### config.mk
export PLATFORM = sky130hd
export DESIGN_NAME = spi_flash_ctrl
export DESIGN_NICKNAME = d
export VERILOG_FILES = /design/src/rtl/flash_cmd_pkg.sv /design/src/rtl/spi_link_pkg.sv /design/src/rtl/wb_flash_slave.sv /design/src/rtl/flash_cmd_sequencer.sv /design/src/rtl/spi_byte_shifter.sv /design/src/rtl/spi_flash_ctrl.sv
export SDC_FILE = /design/constraint.sdc
export NUM_CORES = 1
export LEC_CHECK = 0
export ABC_AREA = 1
export BUFFER_PORTS_ARGS = -buffer_cell sky130_fd_sc_hd__clkbuf_2
export CORE_ASPECT_RATIO = 0.9
export CORE_MARGIN = 5
export CORE_UTILIZATION = 50
export DETAILED_ROUTE_END_ITERATION = 12
export HOLD_SLACK_MARGIN = 0.15
export PLACE_DENSITY = 0.74
export SYNTH_ARGS = -nofsm -noshare
export SYNTH_HDL_FRONTEND = slang
export SYNTH_SLANG_ARGS = --single-unit
### constraint.sdc
create_clock -name clk -period 8.93 [get_ports clk]
set_input_delay 1.3395 -clock clk [delete_from_list [all_inputs] [get_ports clk]]
set_output_delay 1.3395 -clock clk [all_outputs]
set_load 0.02 [all_outputs]
### src/rtl/flash_cmd_pkg.sv
package flash_cmd_pkg;

	//--------------------------------------------------------------------------
	// flash side widths
	typedef logic [23:0] flash_addr_t;	// byte address into the array
	typedef logic [31:0] flash_word_t;	// lowest address sits in bits 7..0
	typedef logic [7:0]  flash_byte_t;	// one byte on the wire

	//--------------------------------------------------------------------------
	// serial NOR opcodes
	localparam flash_byte_t OP_RESET   = 8'hF0;	// issued once after rst
	localparam flash_byte_t OP_READ    = 8'h03;	// plain read
	localparam flash_byte_t OP_WREN    = 8'h06;	// sets write enable latch
	localparam flash_byte_t OP_PROGRAM = 8'h02;	// page program
	localparam flash_byte_t OP_ERASE   = 8'hD8;	// sector erase
	localparam flash_byte_t OP_RDSR    = 8'h05;	// read status register

	localparam int ADDR_BYTES      = 3;	// 24 bit address msb first
	localparam int WORD_BYTES      = 4;	// one bus word per command
	localparam int STATUS_BUSY_BIT = 0;	// write in progress

	// what the bus front end asks for
	typedef enum logic [1:0] {
		CMD_READ    = 2'd0,
		CMD_PROGRAM = 2'd1,
		CMD_ERASE   = 2'd2
	} cmd_kind_e;

	typedef struct packed {
		cmd_kind_e   kind;	// read / program / erase
		flash_addr_t addr;	// sector address for erase
		flash_word_t wdata;	// only used by program
	} cmd_req_t;	// 58 bits

endpackage

### src/rtl/spi_link_pkg.sv
package spi_link_pkg;

	//--------------------------------------------------------------------------
	// byte level link between sequencer and shifter
	typedef logic [7:0] link_byte_t;	// one byte on MOSI or MISO
	typedef logic [7:0] sck_div_t;	// clk cycles per SCK half-period

	// request into the shifter holding register
	typedef struct packed {
		link_byte_t tx;	// shifted out msb first
		logic       capture;	// hand the received byte back
		logic       last;	// cs_n goes high after this byte
	} byte_req_t;	// 10 bits

	// one per captured byte, in order
	typedef struct packed {
		link_byte_t rx;	// sampled on rising SCK
	} byte_rsp_t;	// 8 bits

endpackage

### src/rtl/wb_flash_slave.sv
`timescale 1ns/100ps

module wb_flash_slave import flash_cmd_pkg::*; (
	input  logic        clk,
	input  logic        rst,
	// wishbone classic slave
	input  logic        cyc_i,
	input  logic        stb_i,
	input  logic        we_i,
	input  logic [25:0] adr_i,
	input  flash_word_t dat_i,
	output flash_word_t dat_o,
	output logic        ack_o,
	// command channel to the sequencer
	output logic        cmd_valid_o,
	input  logic        cmd_ready_i,
	output cmd_req_t    cmd_o,
	input  logic        cmd_done_i,
	input  flash_word_t rd_word_i
);

	logic        req;	// live bus cycle
	logic        hit_mem;	// region 0 array access
	logic        hit_erase;	// region 1 write
	logic        hit_flash;	// needs a flash command
	logic        miss;	// anything else gets acked at once
	logic        issued_q;	// command already sent for this cycle
	logic        ack_q;
	flash_word_t dat_q;	// read data held for the master

	assign req       = cyc_i & stb_i;
	assign hit_mem   = adr_i[25:24] == 2'd0;
	assign hit_erase = (adr_i[25:24] == 2'd1) & we_i;
	assign hit_flash = hit_mem | hit_erase;
	assign miss      = req & ~hit_flash & ~ack_q;	// one ack per cycle

	//--------------------------------------------------------------------------
	// decode into one command
	assign cmd_o = '{
		kind:  hit_erase ? CMD_ERASE : (we_i ? CMD_PROGRAM : CMD_READ),
		addr:  adr_i[23:0],	// byte selects ignored
		wdata: dat_i
	};

	// offered only while the sequencer sits in idle
	assign cmd_valid_o = req & hit_flash & ~issued_q & cmd_ready_i;

	always_ff @(posedge clk or posedge rst) begin
		if (rst) begin
			issued_q <= 1'b0;
			ack_q    <= 1'b0;
		end else begin
			ack_q <= cmd_done_i | miss;	// single cycle pulse
			if (ack_q)
				issued_q <= 1'b0;	// master drops stb after this
			else if (cmd_valid_o)
				issued_q <= 1'b1;	// cmd_ready already folded in
		end
	end

	// read word or zero for the unmapped regions
	always_ff @(posedge clk) begin
		if (cmd_done_i)
			dat_q <= rd_word_i;
		else if (miss)
			dat_q <= '0;
	end

	assign ack_o = ack_q;
	assign dat_o = dat_q;

endmodule

### src/rtl/flash_cmd_sequencer.sv
`timescale 1ns/100ps

module flash_cmd_sequencer import flash_cmd_pkg::*, spi_link_pkg::*; #(
	parameter int unsigned RESET_WAIT = 20	// settle cycles after OP_RESET
) (
	input  logic        clk,
	input  logic        rst,
	// from the bus front end
	input  logic        cmd_valid_i,
	output logic        cmd_ready_o,
	input  cmd_req_t    cmd_i,
	output logic        cmd_done_o,
	output flash_word_t rd_word_o,
	// to the byte shifter
	output logic        byte_valid_o,
	input  logic        byte_ready_i,
	output byte_req_t   byte_o,
	input  logic        rsp_valid_i,
	input  byte_rsp_t   rsp_i
);

	localparam int WAIT_W = $clog2(RESET_WAIT + 2);

	typedef enum logic [3:0] {
		S_BOOT,	// one cycle out of reset
		S_RST_OP,	// reset opcode
		S_RST_END,
		S_SETTLE,	// device recovery time
		S_IDLE,
		S_WREN,	// write enable before program / erase
		S_WREN_END,
		S_OPCODE,
		S_ADDR,	// three address bytes
		S_DATA,	// four data bytes
		S_XFER_END,	// wait for cs_n release
		S_POLL_OP,	// RDSR opcode
		S_POLL_RD,	// status byte
		S_POLL_END
	} seq_state_e;

	seq_state_e        state_q;
	cmd_req_t          cmd_q;	// latched command
	logic [1:0]        cnt_q;	// address or data byte index
	logic [2:0]        pend_q;	// captured bytes not yet answered
	logic [WAIT_W-1:0] wait_q;
	logic              done_q;
	flash_word_t       rd_word_q;
	logic              accept;
	logic              cap_acc;	// accepted byte will send a response
	logic              xfer_end;
	logic              is_read;
	logic              last_addr;
	logic              last_data;
	flash_byte_t       opcode;

	assign is_read   = cmd_q.kind == CMD_READ;
	assign last_addr = cnt_q == 2'(ADDR_BYTES - 1);
	assign last_data = cnt_q == 2'(WORD_BYTES - 1);
	assign accept    = byte_valid_o & byte_ready_i;
	assign cap_acc   = accept & byte_o.capture;
	assign xfer_end  = rsp_valid_i && pend_q == 3'd1;	// answer to the last byte

	always_comb begin
		case (cmd_q.kind)
			CMD_READ:    opcode = OP_READ;
			CMD_PROGRAM: opcode = OP_PROGRAM;
			default:     opcode = OP_ERASE;
		endcase
	end

	//--------------------------------------------------------------------------
	// byte request per state; every last byte carries capture
	always_comb begin
		byte_valid_o = 1'b1;
		byte_o       = '{tx: 8'h00, capture: 1'b0, last: 1'b0};
		case (state_q)
			S_RST_OP:  byte_o = '{tx: OP_RESET, capture: 1'b1, last: 1'b1};
			S_WREN:    byte_o = '{tx: OP_WREN, capture: 1'b1, last: 1'b1};
			S_OPCODE:  byte_o.tx = opcode;
			S_ADDR: begin
				byte_o.tx      = cmd_q.addr[8 * (ADDR_BYTES - 1 - int'(cnt_q)) +: 8];
				byte_o.capture = last_addr & (cmd_q.kind == CMD_ERASE);	// erase ends here
				byte_o.last    = last_addr & (cmd_q.kind == CMD_ERASE);
			end
			S_DATA: begin
				byte_o.tx      = is_read ? 8'h00 : cmd_q.wdata[8 * cnt_q +: 8];	// low byte first
				byte_o.capture = is_read | last_data;
				byte_o.last    = last_data;
			end
			S_POLL_OP: byte_o.tx = OP_RDSR;
			S_POLL_RD: byte_o = '{tx: 8'h00, capture: 1'b1, last: 1'b1};
			default:   byte_valid_o = 1'b0;	// waiting states
		endcase
	end

	//--------------------------------------------------------------------------
	// main FSM
	always_ff @(posedge clk or posedge rst) begin
		if (rst) begin
			state_q <= S_BOOT;
			cnt_q   <= '0;
			pend_q  <= '0;
			wait_q  <= '0;
			done_q  <= 1'b0;
		end else begin
			done_q <= 1'b0;
			if (cap_acc && !rsp_valid_i)
				pend_q <= pend_q + 3'd1;
			else if (rsp_valid_i && !cap_acc)
				pend_q <= pend_q - 3'd1;
			case (state_q)
				S_BOOT: state_q <= S_RST_OP;
				S_RST_OP: begin
					if (accept)
						state_q <= S_RST_END;
				end
				S_RST_END: begin
					if (xfer_end) begin
						wait_q  <= '0;
						state_q <= S_SETTLE;
					end
				end
				S_SETTLE: begin
					if (wait_q == WAIT_W'(RESET_WAIT - 1))
						state_q <= S_IDLE;	// cmd_ready rises here
					else
						wait_q <= wait_q + 1'b1;
				end
				S_IDLE: begin
					if (cmd_valid_i)
						state_q <= (cmd_i.kind == CMD_READ) ? S_OPCODE : S_WREN;
				end
				S_WREN: begin
					if (accept)
						state_q <= S_WREN_END;
				end
				S_WREN_END: begin
					if (xfer_end)
						state_q <= S_OPCODE;	// new transaction after guard
				end
				S_OPCODE: begin
					if (accept) begin
						cnt_q   <= '0;
						state_q <= S_ADDR;
					end
				end
				S_ADDR: begin
					if (accept && last_addr) begin
						cnt_q   <= '0;
						state_q <= (cmd_q.kind == CMD_ERASE) ? S_XFER_END : S_DATA;
					end else if (accept) begin
						cnt_q <= cnt_q + 2'd1;
					end
				end
				S_DATA: begin
					if (accept && last_data) begin
						cnt_q   <= '0;
						state_q <= S_XFER_END;
					end else if (accept) begin
						cnt_q <= cnt_q + 2'd1;
					end
				end
				S_XFER_END: begin
					if (xfer_end && is_read) begin
						done_q  <= 1'b1;	// rd_word complete at the same edge
						state_q <= S_IDLE;
					end else if (xfer_end) begin
						state_q <= S_POLL_OP;	// program / erase still running
					end
				end
				S_POLL_OP: begin
					if (accept)
						state_q <= S_POLL_RD;
				end
				S_POLL_RD: begin
					if (accept)
						state_q <= S_POLL_END;
				end
				S_POLL_END: begin
					if (xfer_end && rsp_i.rx[STATUS_BUSY_BIT]) begin
						state_q <= S_POLL_OP;	// busy so poll again
					end else if (xfer_end) begin
						done_q  <= 1'b1;
						state_q <= S_IDLE;
					end
				end
				default: state_q <= S_IDLE;
			endcase
		end
	end

	// command latch and read word assembly
	always_ff @(posedge clk) begin
		if (cmd_valid_i && cmd_ready_o)
			cmd_q <= cmd_i;
		if (rsp_valid_i)
			rd_word_q <= {rsp_i.rx, rd_word_q[31:8]};	// first byte ends in 7..0
	end

	assign cmd_ready_o = state_q == S_IDLE;
	assign cmd_done_o  = done_q;
	assign rd_word_o   = rd_word_q;

endmodule

### src/rtl/spi_byte_shifter.sv
`timescale 1ns/100ps

module spi_byte_shifter import spi_link_pkg::*; #(
	parameter sck_div_t SCK_DIV = 8'd2	// clk cycles per SCK half-period
) (
	input  logic      clk,
	input  logic      rst,
	input  logic      byte_valid_i,
	output logic      byte_ready_o,
	input  byte_req_t byte_i,
	output logic      rsp_valid_o,
	output byte_rsp_t rsp_o,
	// SPI mode 0 pins
	output logic      sck_o,
	output logic      cs_n_o,
	output logic      mosi_o,
	input  logic      miso_i
);

	typedef enum logic [1:0] {
		SH_IDLE,	// cs_n high and guard over
		SH_SHIFT,	// byte on the wire
		SH_STALL,	// cs_n low with nothing to send
		SH_GUARD	// cs_n high minimum time
	} sh_state_e;

	sh_state_e  state_q;
	sck_div_t   div_q;	// half-period counter
	logic [2:0] bit_q;
	link_byte_t shift_q;	// msb drives mosi
	link_byte_t rx_q;
	byte_req_t  hold_q;	// holding register
	logic       hold_valid_q;
	logic       cur_cap_q;
	logic       cur_last_q;
	logic       guard_q;	// first guard half done
	logic       sck_q;
	logic       cs_n_q;
	logic       rsp_valid_q;
	byte_rsp_t  rsp_q;
	logic       tick, rise, fall, byte_end, start, chain;

	assign tick     = div_q == SCK_DIV - 8'd1;
	assign rise     = (state_q == SH_SHIFT) & tick & ~sck_q;	// sample miso
	assign fall     = (state_q == SH_SHIFT) & tick & sck_q;	// next mosi bit
	assign byte_end = fall & (bit_q == 3'd7);
	assign start    = hold_valid_q & (state_q == SH_IDLE || state_q == SH_STALL);
	assign chain    = byte_end & hold_valid_q & ~cur_last_q;	// back to back

	assign byte_ready_o = ~hold_valid_q;

	always_ff @(posedge clk or posedge rst) begin
		if (rst) begin
			state_q      <= SH_IDLE;
			div_q        <= '0;
			bit_q        <= '0;
			shift_q      <= '0;
			hold_valid_q <= 1'b0;
			cur_cap_q    <= 1'b0;
			cur_last_q   <= 1'b0;
			guard_q      <= 1'b0;
			sck_q        <= 1'b0;
			cs_n_q       <= 1'b1;
			rsp_valid_q  <= 1'b0;
		end else begin
			rsp_valid_q <= byte_end & cur_cap_q;
			if (start || chain)
				hold_valid_q <= 1'b0;
			else if (byte_valid_i && byte_ready_o)
				hold_valid_q <= 1'b1;
			case (state_q)
				SH_SHIFT: begin
					div_q <= tick ? '0 : div_q + 8'd1;
					if (rise)
						sck_q <= 1'b1;
					if (fall && !byte_end) begin
						sck_q   <= 1'b0;
						shift_q <= {shift_q[6:0], 1'b0};
						bit_q   <= bit_q + 3'd1;
					end else if (byte_end && cur_last_q) begin
						sck_q   <= 1'b0;
						cs_n_q  <= 1'b1;	// end of transaction
						guard_q <= 1'b0;
						state_q <= SH_GUARD;
					end else if (byte_end) begin
						sck_q <= 1'b0;
						if (!hold_valid_q)
							state_q <= SH_STALL;	// keep cs_n low
					end
				end
				SH_GUARD: begin
					div_q <= tick ? '0 : div_q + 8'd1;
					if (tick) begin
						guard_q <= 1'b1;
						if (guard_q)
							state_q <= SH_IDLE;	// 2 x SCK_DIV elapsed
					end
				end
				default: ;	// idle and stall wait for start
			endcase
			// load from the holding register
			if (start || chain) begin
				shift_q    <= hold_q.tx;
				cur_cap_q  <= hold_q.capture;
				cur_last_q <= hold_q.last;
				bit_q      <= '0;
				div_q      <= '0;
				cs_n_q     <= 1'b0;
				state_q    <= SH_SHIFT;
			end
		end
	end

	always_ff @(posedge clk) begin
		if (byte_valid_i && byte_ready_o)
			hold_q <= byte_i;
		if (rise)
			rx_q <= {rx_q[6:0], miso_i};	// msb first
		if (byte_end)
			rsp_q.rx <= rx_q;
	end

	assign sck_o       = sck_q;
	assign cs_n_o      = cs_n_q;
	assign mosi_o      = shift_q[7];
	assign rsp_valid_o = rsp_valid_q;
	assign rsp_o       = rsp_q;

endmodule

### src/rtl/spi_flash_ctrl.sv
`timescale 1ns/100ps

module spi_flash_ctrl import flash_cmd_pkg::*, spi_link_pkg::*; #(
	parameter sck_div_t    SCK_DIV    = 8'd2,	// SCK half-period in clk cycles
	parameter int unsigned RESET_WAIT = 20	// settle after reset opcode
) (
	input  logic        clk,
	input  logic        rst,
	// wishbone classic slave
	input  logic        cyc_i,
	input  logic        stb_i,
	input  logic        we_i,
	input  logic [25:0] adr_i,
	input  flash_word_t dat_i,
	output flash_word_t dat_o,
	output logic        ack_o,
	// serial flash pins
	output logic        sck_o,
	output logic        cs_n_o,
	output logic        mosi_o,
	input  logic        miso_i
);

	//--------------------------------------------------------------------------
	// stage links
	logic        cmd_valid, cmd_ready, cmd_done;
	cmd_req_t    cmd;
	flash_word_t rd_word;
	logic        byte_valid, byte_ready, rsp_valid;
	byte_req_t   byte_req;
	byte_rsp_t   rsp;

	wb_flash_slave i_wb_flash_slave (
		.clk, .rst, .cyc_i, .stb_i, .we_i, .adr_i, .dat_i, .dat_o, .ack_o,
		.cmd_valid_o (cmd_valid),
		.cmd_ready_i (cmd_ready),
		.cmd_o       (cmd),
		.cmd_done_i  (cmd_done),
		.rd_word_i   (rd_word)
	);

	flash_cmd_sequencer #(.RESET_WAIT(RESET_WAIT)) i_flash_cmd_sequencer (
		.clk, .rst,
		.cmd_valid_i  (cmd_valid),
		.cmd_ready_o  (cmd_ready),
		.cmd_i        (cmd),
		.cmd_done_o   (cmd_done),
		.rd_word_o    (rd_word),
		.byte_valid_o (byte_valid),
		.byte_ready_i (byte_ready),
		.byte_o       (byte_req),
		.rsp_valid_i  (rsp_valid),
		.rsp_i        (rsp)
	);

	spi_byte_shifter #(.SCK_DIV(SCK_DIV)) i_spi_byte_shifter (
		.clk, .rst,
		.byte_valid_i (byte_valid),
		.byte_ready_o (byte_ready),
		.byte_i       (byte_req),
		.rsp_valid_o  (rsp_valid),
		.rsp_o        (rsp),
		.sck_o, .cs_n_o, .mosi_o, .miso_i
	);

endmodule

Yosys cells after proc, flatten, opt, wreduce, memory -nomap -nowiden:

Cells that the tools add are included.

* bitwise gates (word level): 27
* shift-type cells: 2
* $add $sub $neg: 7
* reduce and logical (&&, ||, !) cells: 45
* equal/unequal tests: 48
* mux-type cells: 74

Operators with widths (count)
* two-way mux 32 bit: 2
* two-way mux 4 bit: 15
* two-way mux 8 bit: 7
* case mux 4 bit (14 select lines): 1
* case mux 8 bit (6 select lines): 1
* variable part select 24 x 32 -> 8 bit: 1
* variable part select 32 x 6 -> 8 bit: 1
* two-way mux 2 bit: 14
* inequality test 2 x 1 -> 1 bit, second input constant: 13
* == test 4 bit, second input constant: 6
* two-way mux 1 bit: 20
* nonzero test 2 bit: 10
* AND 1 bit: 18
* == test 4 x 3 -> 1 bit, second input constant: 4
* case mux 8 bit (2 select lines): 1
* two-way mux 3 bit: 5
* AND reduction 13 bit: 1
* inequality test 3 x 1 -> 1 bit, second input constant: 4
* case mux 2 bit (3 select lines): 2
* logical AND 1 bit: 11
* == test 2 bit, second input constant: 5
* two-way mux 5 bit: 2
* case mux 5 bit (2 select lines): 1
* adder 8 x 1 -> 8 bit, second input constant: 1
* other kinds (33): 57

* bits in registers: 193
* logic and storage cells: 231

Longest topological paths before layout:

Gate-level depths: netlist (run 1).

* depth in word-level cells: 9
* mapped depth: 14

Modules after synthesis:

A second synthesis (run 1) with hierarchy kept.

* cell total of the unflattened synthesis: 756
* area total of the unflattened synthesis: 8483.1 um2

Modules (own cells, without submodules)
* flash_cmd_sequencer: area an instance 4446.8 um2, times used 1, cells each 382, seq. area each 3078.0 um2
* spi_byte_shifter: area an instance 2234.6 um2, times used 1, cells each 199, seq. area each 1482.7 um2
* wb_flash_slave: area an instance 1801.7 um2, times used 1, cells each 175, seq. area each 1011.0 um2

Worst setup path before layout (run 1):

No wires, ideal clock.

* path type: input-to-reg
* start point: input port we_i
* end point: register i_flash_cmd_sequencer.cmd_q[0] (netlist name) (enable)
* setup slack: 4.363 ns
* buffers on the path: 0
* arrival: 4.091 ns
* stages on the path: 4
* library setup time: 0.475 ns
* cell sequence: inv_1 a21oi_1 nand2_1 nor2_1

* longest elaborated chain between the ends: 6

Ends and longest elaborated chain
* from (decl): line spi_flash_ctrl.sv:12 `input logic we_i,`
* AND 1 bit: line wb_flash_slave.sv:33 `assign hit_erase = (adr_i[25:24] == 2'd1) & we_i;`
* OR 1 bit: line wb_flash_slave.sv:34 `assign hit_flash = hit_mem | hit_erase;`
* AND 1 bit (3 in series): line wb_flash_slave.sv:46 `assign cmd_valid_o = req & hit_flash & ~issued_q & cmd_ready_i;`
* logical AND 1 bit: line flash_cmd_sequencer.sv:194 `if (cmd_valid_i && cmd_ready_o)`
* to (signal assigned): line flash_cmd_sequencer.sv:195 `cmd_q <= cmd_i;`
* to (decl): line flash_cmd_sequencer.sv:42 `cmd_req_t cmd_q;`

Every way passes these cells.
A chain may end at the register's enable or synchronous reset.

==> results of run 1 <==
## where the power goes
| part | internal, mW | switching [mW] | leakage, nW |
|---|---|---|---|
| clock network | 0.405 | 0.363 | 0.295 |
| logic | 0.0117 | 0.0154 | 1.84 |
| registers | 0.963 | 0.000704 | 1.98 |
## cell families after synthesis
family | count (synthesis) | share of synthesized area [%]
compound gates | 75 | 5.75
xor+xnor | 9 | 0.996
fa+ha+maj | 11 | 1.74
buf+inv | 91 | 4.58
flops | 193 | 70.4
simple gates | 298 | 16.5
## worst paths after layout
| kind | slack [ns] | start | cells past startpoint | end |
|---|---|---|---|---|
| worst max-delay path | 5.64 | i_flash_cmd_sequencer.cnt_q[0]$_DFFE_PP0P_ | 7 | i_spi_byte_shifter.hold_q[8]$_DFFE_PP_ |
| worst min-delay path | 0.42 | i_spi_byte_shifter.rsp_o[3]$_DFFE_PP_ | 0 | i_flash_cmd_sequencer.rd_word_o[27]$_DFFE_PP_ |
| worst max register to register | 5.64 | i_flash_cmd_sequencer.cnt_q[0]$_DFFE_PP0P_ | 7 | i_spi_byte_shifter.hold_q[8]$_DFFE_PP_ |
| worst min register to register | 0.42 | i_spi_byte_shifter.rsp_o[3]$_DFFE_PP_ | 0 | i_flash_cmd_sequencer.rd_word_o[27]$_DFFE_PP_ |
| max in group asynchronous | 7.47 | rst | 3 | i_flash_cmd_sequencer.wait_q[0]$_DFFE_PP0P_ |
| min in group asynchronous | 1.04 | rst | 3 | i_spi_byte_shifter.div_q[2]$_DFFE_PP0P_ |
## critical path, delay by kind of cell, from the launching register on
family                     cells  cell delay, ns
AOI/OAI and AO/OA              2            0.45
DFF                            1            0.83
buffers and inverters          2            0.94
adders and majority gates      1            0.53
and+or+nand+nor                2            0.29
## cells in the mapped netlist (all sizes together), types with 3 or more instances
library cell,instances
a21oi,8
a221o,3
buf,4
clkbuf,8
dfrtp,44
edfxtp,148
ha,11
inv,77
nand2,176
nand3,28
nand4,10
nor2,73
nor3,7
o21ai,44
o22ai,8
xor2,7
## final cells by class
class,count,area share (%)
Sequential cell,193,60.1
Timing Repair Buffer,103,5.67
Multi-Input combinational cell,393,21.6
Clock buffer,17,4.59
Tap cell,202,2.73
Clock inverter,15,2.08
Inverter,79,3.25
## registers in the layout, indices dropped and copies added, names as in the netlist, 8 cells and up
register,count
i_flash_cmd_sequencer.rd_word_o,32
i_spi_byte_shifter.div_q,8
i_spi_byte_shifter.hold_q,10
i_spi_byte_shifter.rx_q,8
i_flash_cmd_sequencer.cmd_q,58
i_spi_byte_shifter.shift_q,8
i_wb_flash_slave.dat_o,32
i_spi_byte_shifter.rsp_o,8
## stage by stage
stage               cells  utilization, %  area [sq um]
floorplan             677               -          7920
global placement      970            55.9          8650
detailed placement    970            55.9          8650
CTS                  1002            59.8          9270
global route         1002            59.8          9270
finish               1002            59.8          9270
## cells in the final DEF, fill, tap and decap left out, drive strengths merged
cell type / instances
o21bai: 2
a21boi: 2
o211ai: 1
bufinv: 1
o31ai: 2
nand4: 10
o22ai: 8
clkbuf: 116
a21oi: 8
xnor2: 2
clkinvlp: 2
buf: 4
edfxtp: 148
a211oi: 1
nor3: 7
nand3b: 2
xor2: 7
inv: 82
o2111ai: 1
and3: 2
a221o: 3
a31oi: 1
clkinv: 9
o2bb2ai: 1
ha: 11
o221ai: 1
o21ai: 44
nor2: 73
dfrtp: 44
dfstp: 1
nand3: 28
nand2: 176
## per-layer routing
metal  vias to the layer above  track usage, %
met3                        15            4.46
met2                       118            25.7
met1                      2400            22.4
met4                         0            5.76
met5                         -               0
li1                       2511               -
==> impl_metrics.tcl, run 1 <==
set metrics [dict create \
    status "completed" \
    synth.top_cell.area_share_pct 56.1 \
    grtUsageTotal_pct 16.4 \
    worstMarginPinSlew_ns 1.05 \
    dpl_worst_slack_ns 5.67 \
    async_flop_share_pct 23.3 \
    endpoint_kind "flip-flop" \
    synthFlopType "edfxtp_1" \
    fmax_mhz 304 \
    drt-initial-drc-count 330 \
    m1WireLength_mm 6.65 \
    ir_drop_mv 0.156 \
    synth_top_cells_by_area "edfxtp_1 56%, dfrtp_1 14%, nand2_1 7.8%, inv_1 3.2%, nor2_1 3.0%" \
    portBuffers 99 \
    antenna_cells 0 \
    dp_hpwl_mm 10.2 \
    dieArea_sq_mm 0.0185 \
    hold_path.class "reg2reg" \
    hold_buffers 0 \
    period_needed_ns 3.29 \
    postCtsSetupBuffers 0 \
    route.met2.wl_mm 6.82 \
    cts_tree "done" \
    postRouteAntennaNets 0 \
    slew_headroom_pct 30.1 \
    drive_gt1_share_pct 22.1 \
    synth-edff-count 148 \
    grt_pass1_vias 4841 \
    rows 43 \
    syn_area_per_cell_sq_um 11.7 \
    period_share_pct 36.9 \
    grt_pass1_wl_mm 23.4 \
    grt_max_degree 60 \
    timing.hold.ws_ns 0.420 \
    first_pass_iters 4 \
    wl_met3_microns 683 \
    p_leak_nw 4.11 \
    slew_viol_final 0 \
    cts_root_buf "clkbuf_16" \
    pin_count 100 \
    top_layer "met4" \
    total_power_mw 1.76 \
    maxCapViolCount 0 \
    synth-seq-area-share_pct 70.4 \
    syn-instance-count 677 \
    post_drt_wl_per_cell_microns 14.3 \
    overflow 0 \
    wl_mm 14.3 \
    crit_required_ns 9.11 \
    slowest_delay_ns 0.83 \
    synthDistinctLibCells 44 \
    crit_chain "clkinv_1 > ha_1 > inv_1 > nor2_1 > nand2_1 > o21ai_0 > a221o_1" \
    path_class "reg2reg" \
    multi_input_area_sq_mm 0.00200 \
    crit_fanout 28 \
    vias_per_cell 5.03 \
    cts_resized 0 \
    gp_congestion 0.894 \
    setup_viol 0 \
    fill_cells 1205 \
    finalHoldViolCount 0 \
    vias 5044 \
    register_area_sq_mm 0.00557 \
    coreArea_sq_mm 0.0155 \
    fin_tns_setup_ns 0 \
    syn2layout_area_growth_pct 17.1 \
    slowest_stage "dfrtp_1" \
    start_kind "flip-flop" \
    clkTransAtPathRegs_ns 0.07 \
    cts.sinks 193 \
    clockBufferDepth 2 \
    start_util_pct 51.1 \
    power.density_mw_per_mm2 190 \
    setup_slack_ns 5.64 \
    synth.largest_area_cell "edfxtp_1" \
    fin_skew_ns 0.00838 \
    htree_levels 4 \
    fin_nets 862 \
    die_h_microns 129 \
    rsz0062_at_grt "no" \
    die_w_microns 143 \
    drc 0 \
    synth_fp_nets 752 \
    cts_inserted_buffers 17 \
    cp.arrival_ns 3.47 \
    yosys_warnings 0 \
    synth-seq-cells 193 \
    synth.cell_area_sq_mm 0.00792 \
    antenna_found_initial 0 \
    clk-insertion-delay-late_ns 0.43 \
]
Power figures use the tool's default switching activity.
==> run 2: changes to the inputs <==
Clock period 8.93 ns to 3.4 ns, I/O delays scaled along.
==> impl_metrics.tcl, run 2 (synthesis gave the netlist of run 1 again) <==
set metrics [dict create \
    crit_fanout 19 \
    period_needed_ns 2.21 \
    busiest_layer "met2" \
    portBuffers 99 \
    start_util_pct 51.1 \
    p_leak_nw 4.11 \
    fin_tns_setup_ns 0 \
    dp_hpwl_mm 10.1 \
    ir_drop_mv 0.402 \
    power.density_mw_per_mm2 490 \
    post_drt_wl_per_cell_microns 14.1 \
    clkTransAtPathRegs_ns 0.07 \
    worstMarginPinSlew_ns 0.918 \
    endpoint_kind "flip-flop" \
    slew_headroom_pct 38.4 \
    antenna_found_initial 0 \
    layout_common_cells "164 x nand2_1, 148 x edfxtp_1, 99 x clkbuf_2" \
    cts_resized 0 \
    grt_pass1_vias 4922 \
    path_class "reg2reg" \
    die_h_microns 129 \
    met3_usage_pct 4.50 \
    layout_commonest_cell "nand2_1" \
    pin_count 100 \
    die_w_microns 143 \
    syn2layout_area_growth_pct 17.1 \
    placed_cells 973 \
    setup_viol 0 \
    antenna_cells 0 \
    vias_per_cell 5.06 \
    drc 0 \
    fin_area_sq_mm 0.00927 \
    coreArea_sq_mm 0.0155 \
    cts_tree "done" \
    maxCapViolCount 0 \
    use_met1_pct 23.1 \
    slew_viol_final 0 \
    final_cells 1005 \
    grt_max_degree 35 \
    grtUsageTotal_pct 16.3 \
    period_share_pct 65.1 \
    gr-usage-met2_pct 24.8 \
    grt_pass1_wl_mm 23.7 \
    cts.sinks 193 \
    drive_gt1_share_pct 22.3 \
    clk-insertion-delay-late_ns 0.43 \
    postRouteAntennaNets 0 \
    status "completed" \
    postCtsSetupBuffers 0 \
    hold_path.class "in2async" \
    rsz0062_at_grt "no" \
    wl_mm 14.2 \
    finalHoldViolCount 0 \
    drt-initial-drc-count 455 \
    largest_reg_flops 58 \
    rows 43 \
    regMostFlops "i_flash_cmd_sequencer.cmd_q" \
    cts_root_buf "clkbuf_16" \
    gp_congestion 0.890 \
    critPathLaunch "i_spi_byte_shifter.div_q[1]$_DFFE_PP0P_" \
    rr_startpoint "i_spi_byte_shifter.div_q[1]$_DFFE_PP0P_" \
    total_power_mw 4.54 \
    dieArea_sq_mm 0.0185 \
    vias 5089 \
    hold_buffers 0 \
    fin_skew_ns 0.00871 \
    cts_inserted_buffers 17 \
    crit_required_ns 3.70 \
    start_kind "flip-flop" \
    cp.arrival_ns 2.52 \
    first_pass_iters 5 \
    overflow 0 \
    fmax_mhz 452 \
    clockBufferDepth 2 \
    timing.hold.ws_ns 0.145 \
    fin_nets 865 \
    htree_levels 4 \
    placed_cell_area_sq_mm 0.00869 \
]
## run 2: cell types whose count changed in the layout (fill, tap and decap cells not counted), sizes merged
cell | previous run | this run
clkbuf | 116 | 117
clkinv | 9 | 8
buf | 4 | 7
## run 2: metrics by stage
step	utilization, %	worst slack, ns
finish	59.8	1.19
global route	59.8	0.937
CTS	59.8	1.16
detailed placement	56.1	1.13
global placement	56.1	1.15
floorplan	-	0.602
## run 2: path summary, 6_finish.rpt
check                           slack, ns                                            end  depth (start not counted)
worst max register to register       1.19        i_spi_byte_shifter.bit_q[0]$_DFFE_PP0P_                         11
min in group clk                     0.24       i_flash_cmd_sequencer.cmd_q[7]$_DFFE_PP_                          1
worst min register to register       0.42  i_flash_cmd_sequencer.rd_word_o[26]$_DFFE_PP_                          0
max in group asynchronous            2.51    i_flash_cmd_sequencer.pend_q[2]$_DFFE_PP0P_                          3
worst max-delay path                 1.19        i_spi_byte_shifter.bit_q[0]$_DFFE_PP0P_                         11
worst min-delay path                 0.14        i_spi_byte_shifter.div_q[2]$_DFFE_PP0P_                          2
## run 2: cell type report
class                           count  area, sq um
Clock buffer                       18          429
Sequential cell                   193         5570
Multi-Input combinational cell    393         2000
Inverter                           79          302
Tap cell                          202          253
Clock inverter                     14          149
Timing Repair Buffer              106          561
Fill cell                        1217         6230
## run 2: power by group
part / internal (mW) / switching, mW / leakage (nW)
clock: 1.04 / 0.900 / 0.280
combinational: 0.0308 / 0.0394 / 1.85
sequential: 2.53 / 0.00157 / 1.98
## run 2: metal layers
| metal | wire [microns] | up-vias |
|---|---|---|
| li1 | - | 2514 |
| met1 | 6530 | 2401 |
| met2 | 6550 | 145 |
| met3 | 804 | 29 |
| met4 | 277 | 0 |
| met5 | 0 | - |
## run 2: critical path: stages (launching register included)
cell     delay [ns]
dfrtp_1        0.41
inv_1          0.07
ha_1           0.13
nand2_1        0.09
nor2_4         0.21
nand3_2        0.09
nor2_2         0.41
nand3_2        0.15
nand2_4        0.22
nor2_2         0.14
nand2_1        0.08
o21ai_0        0.08
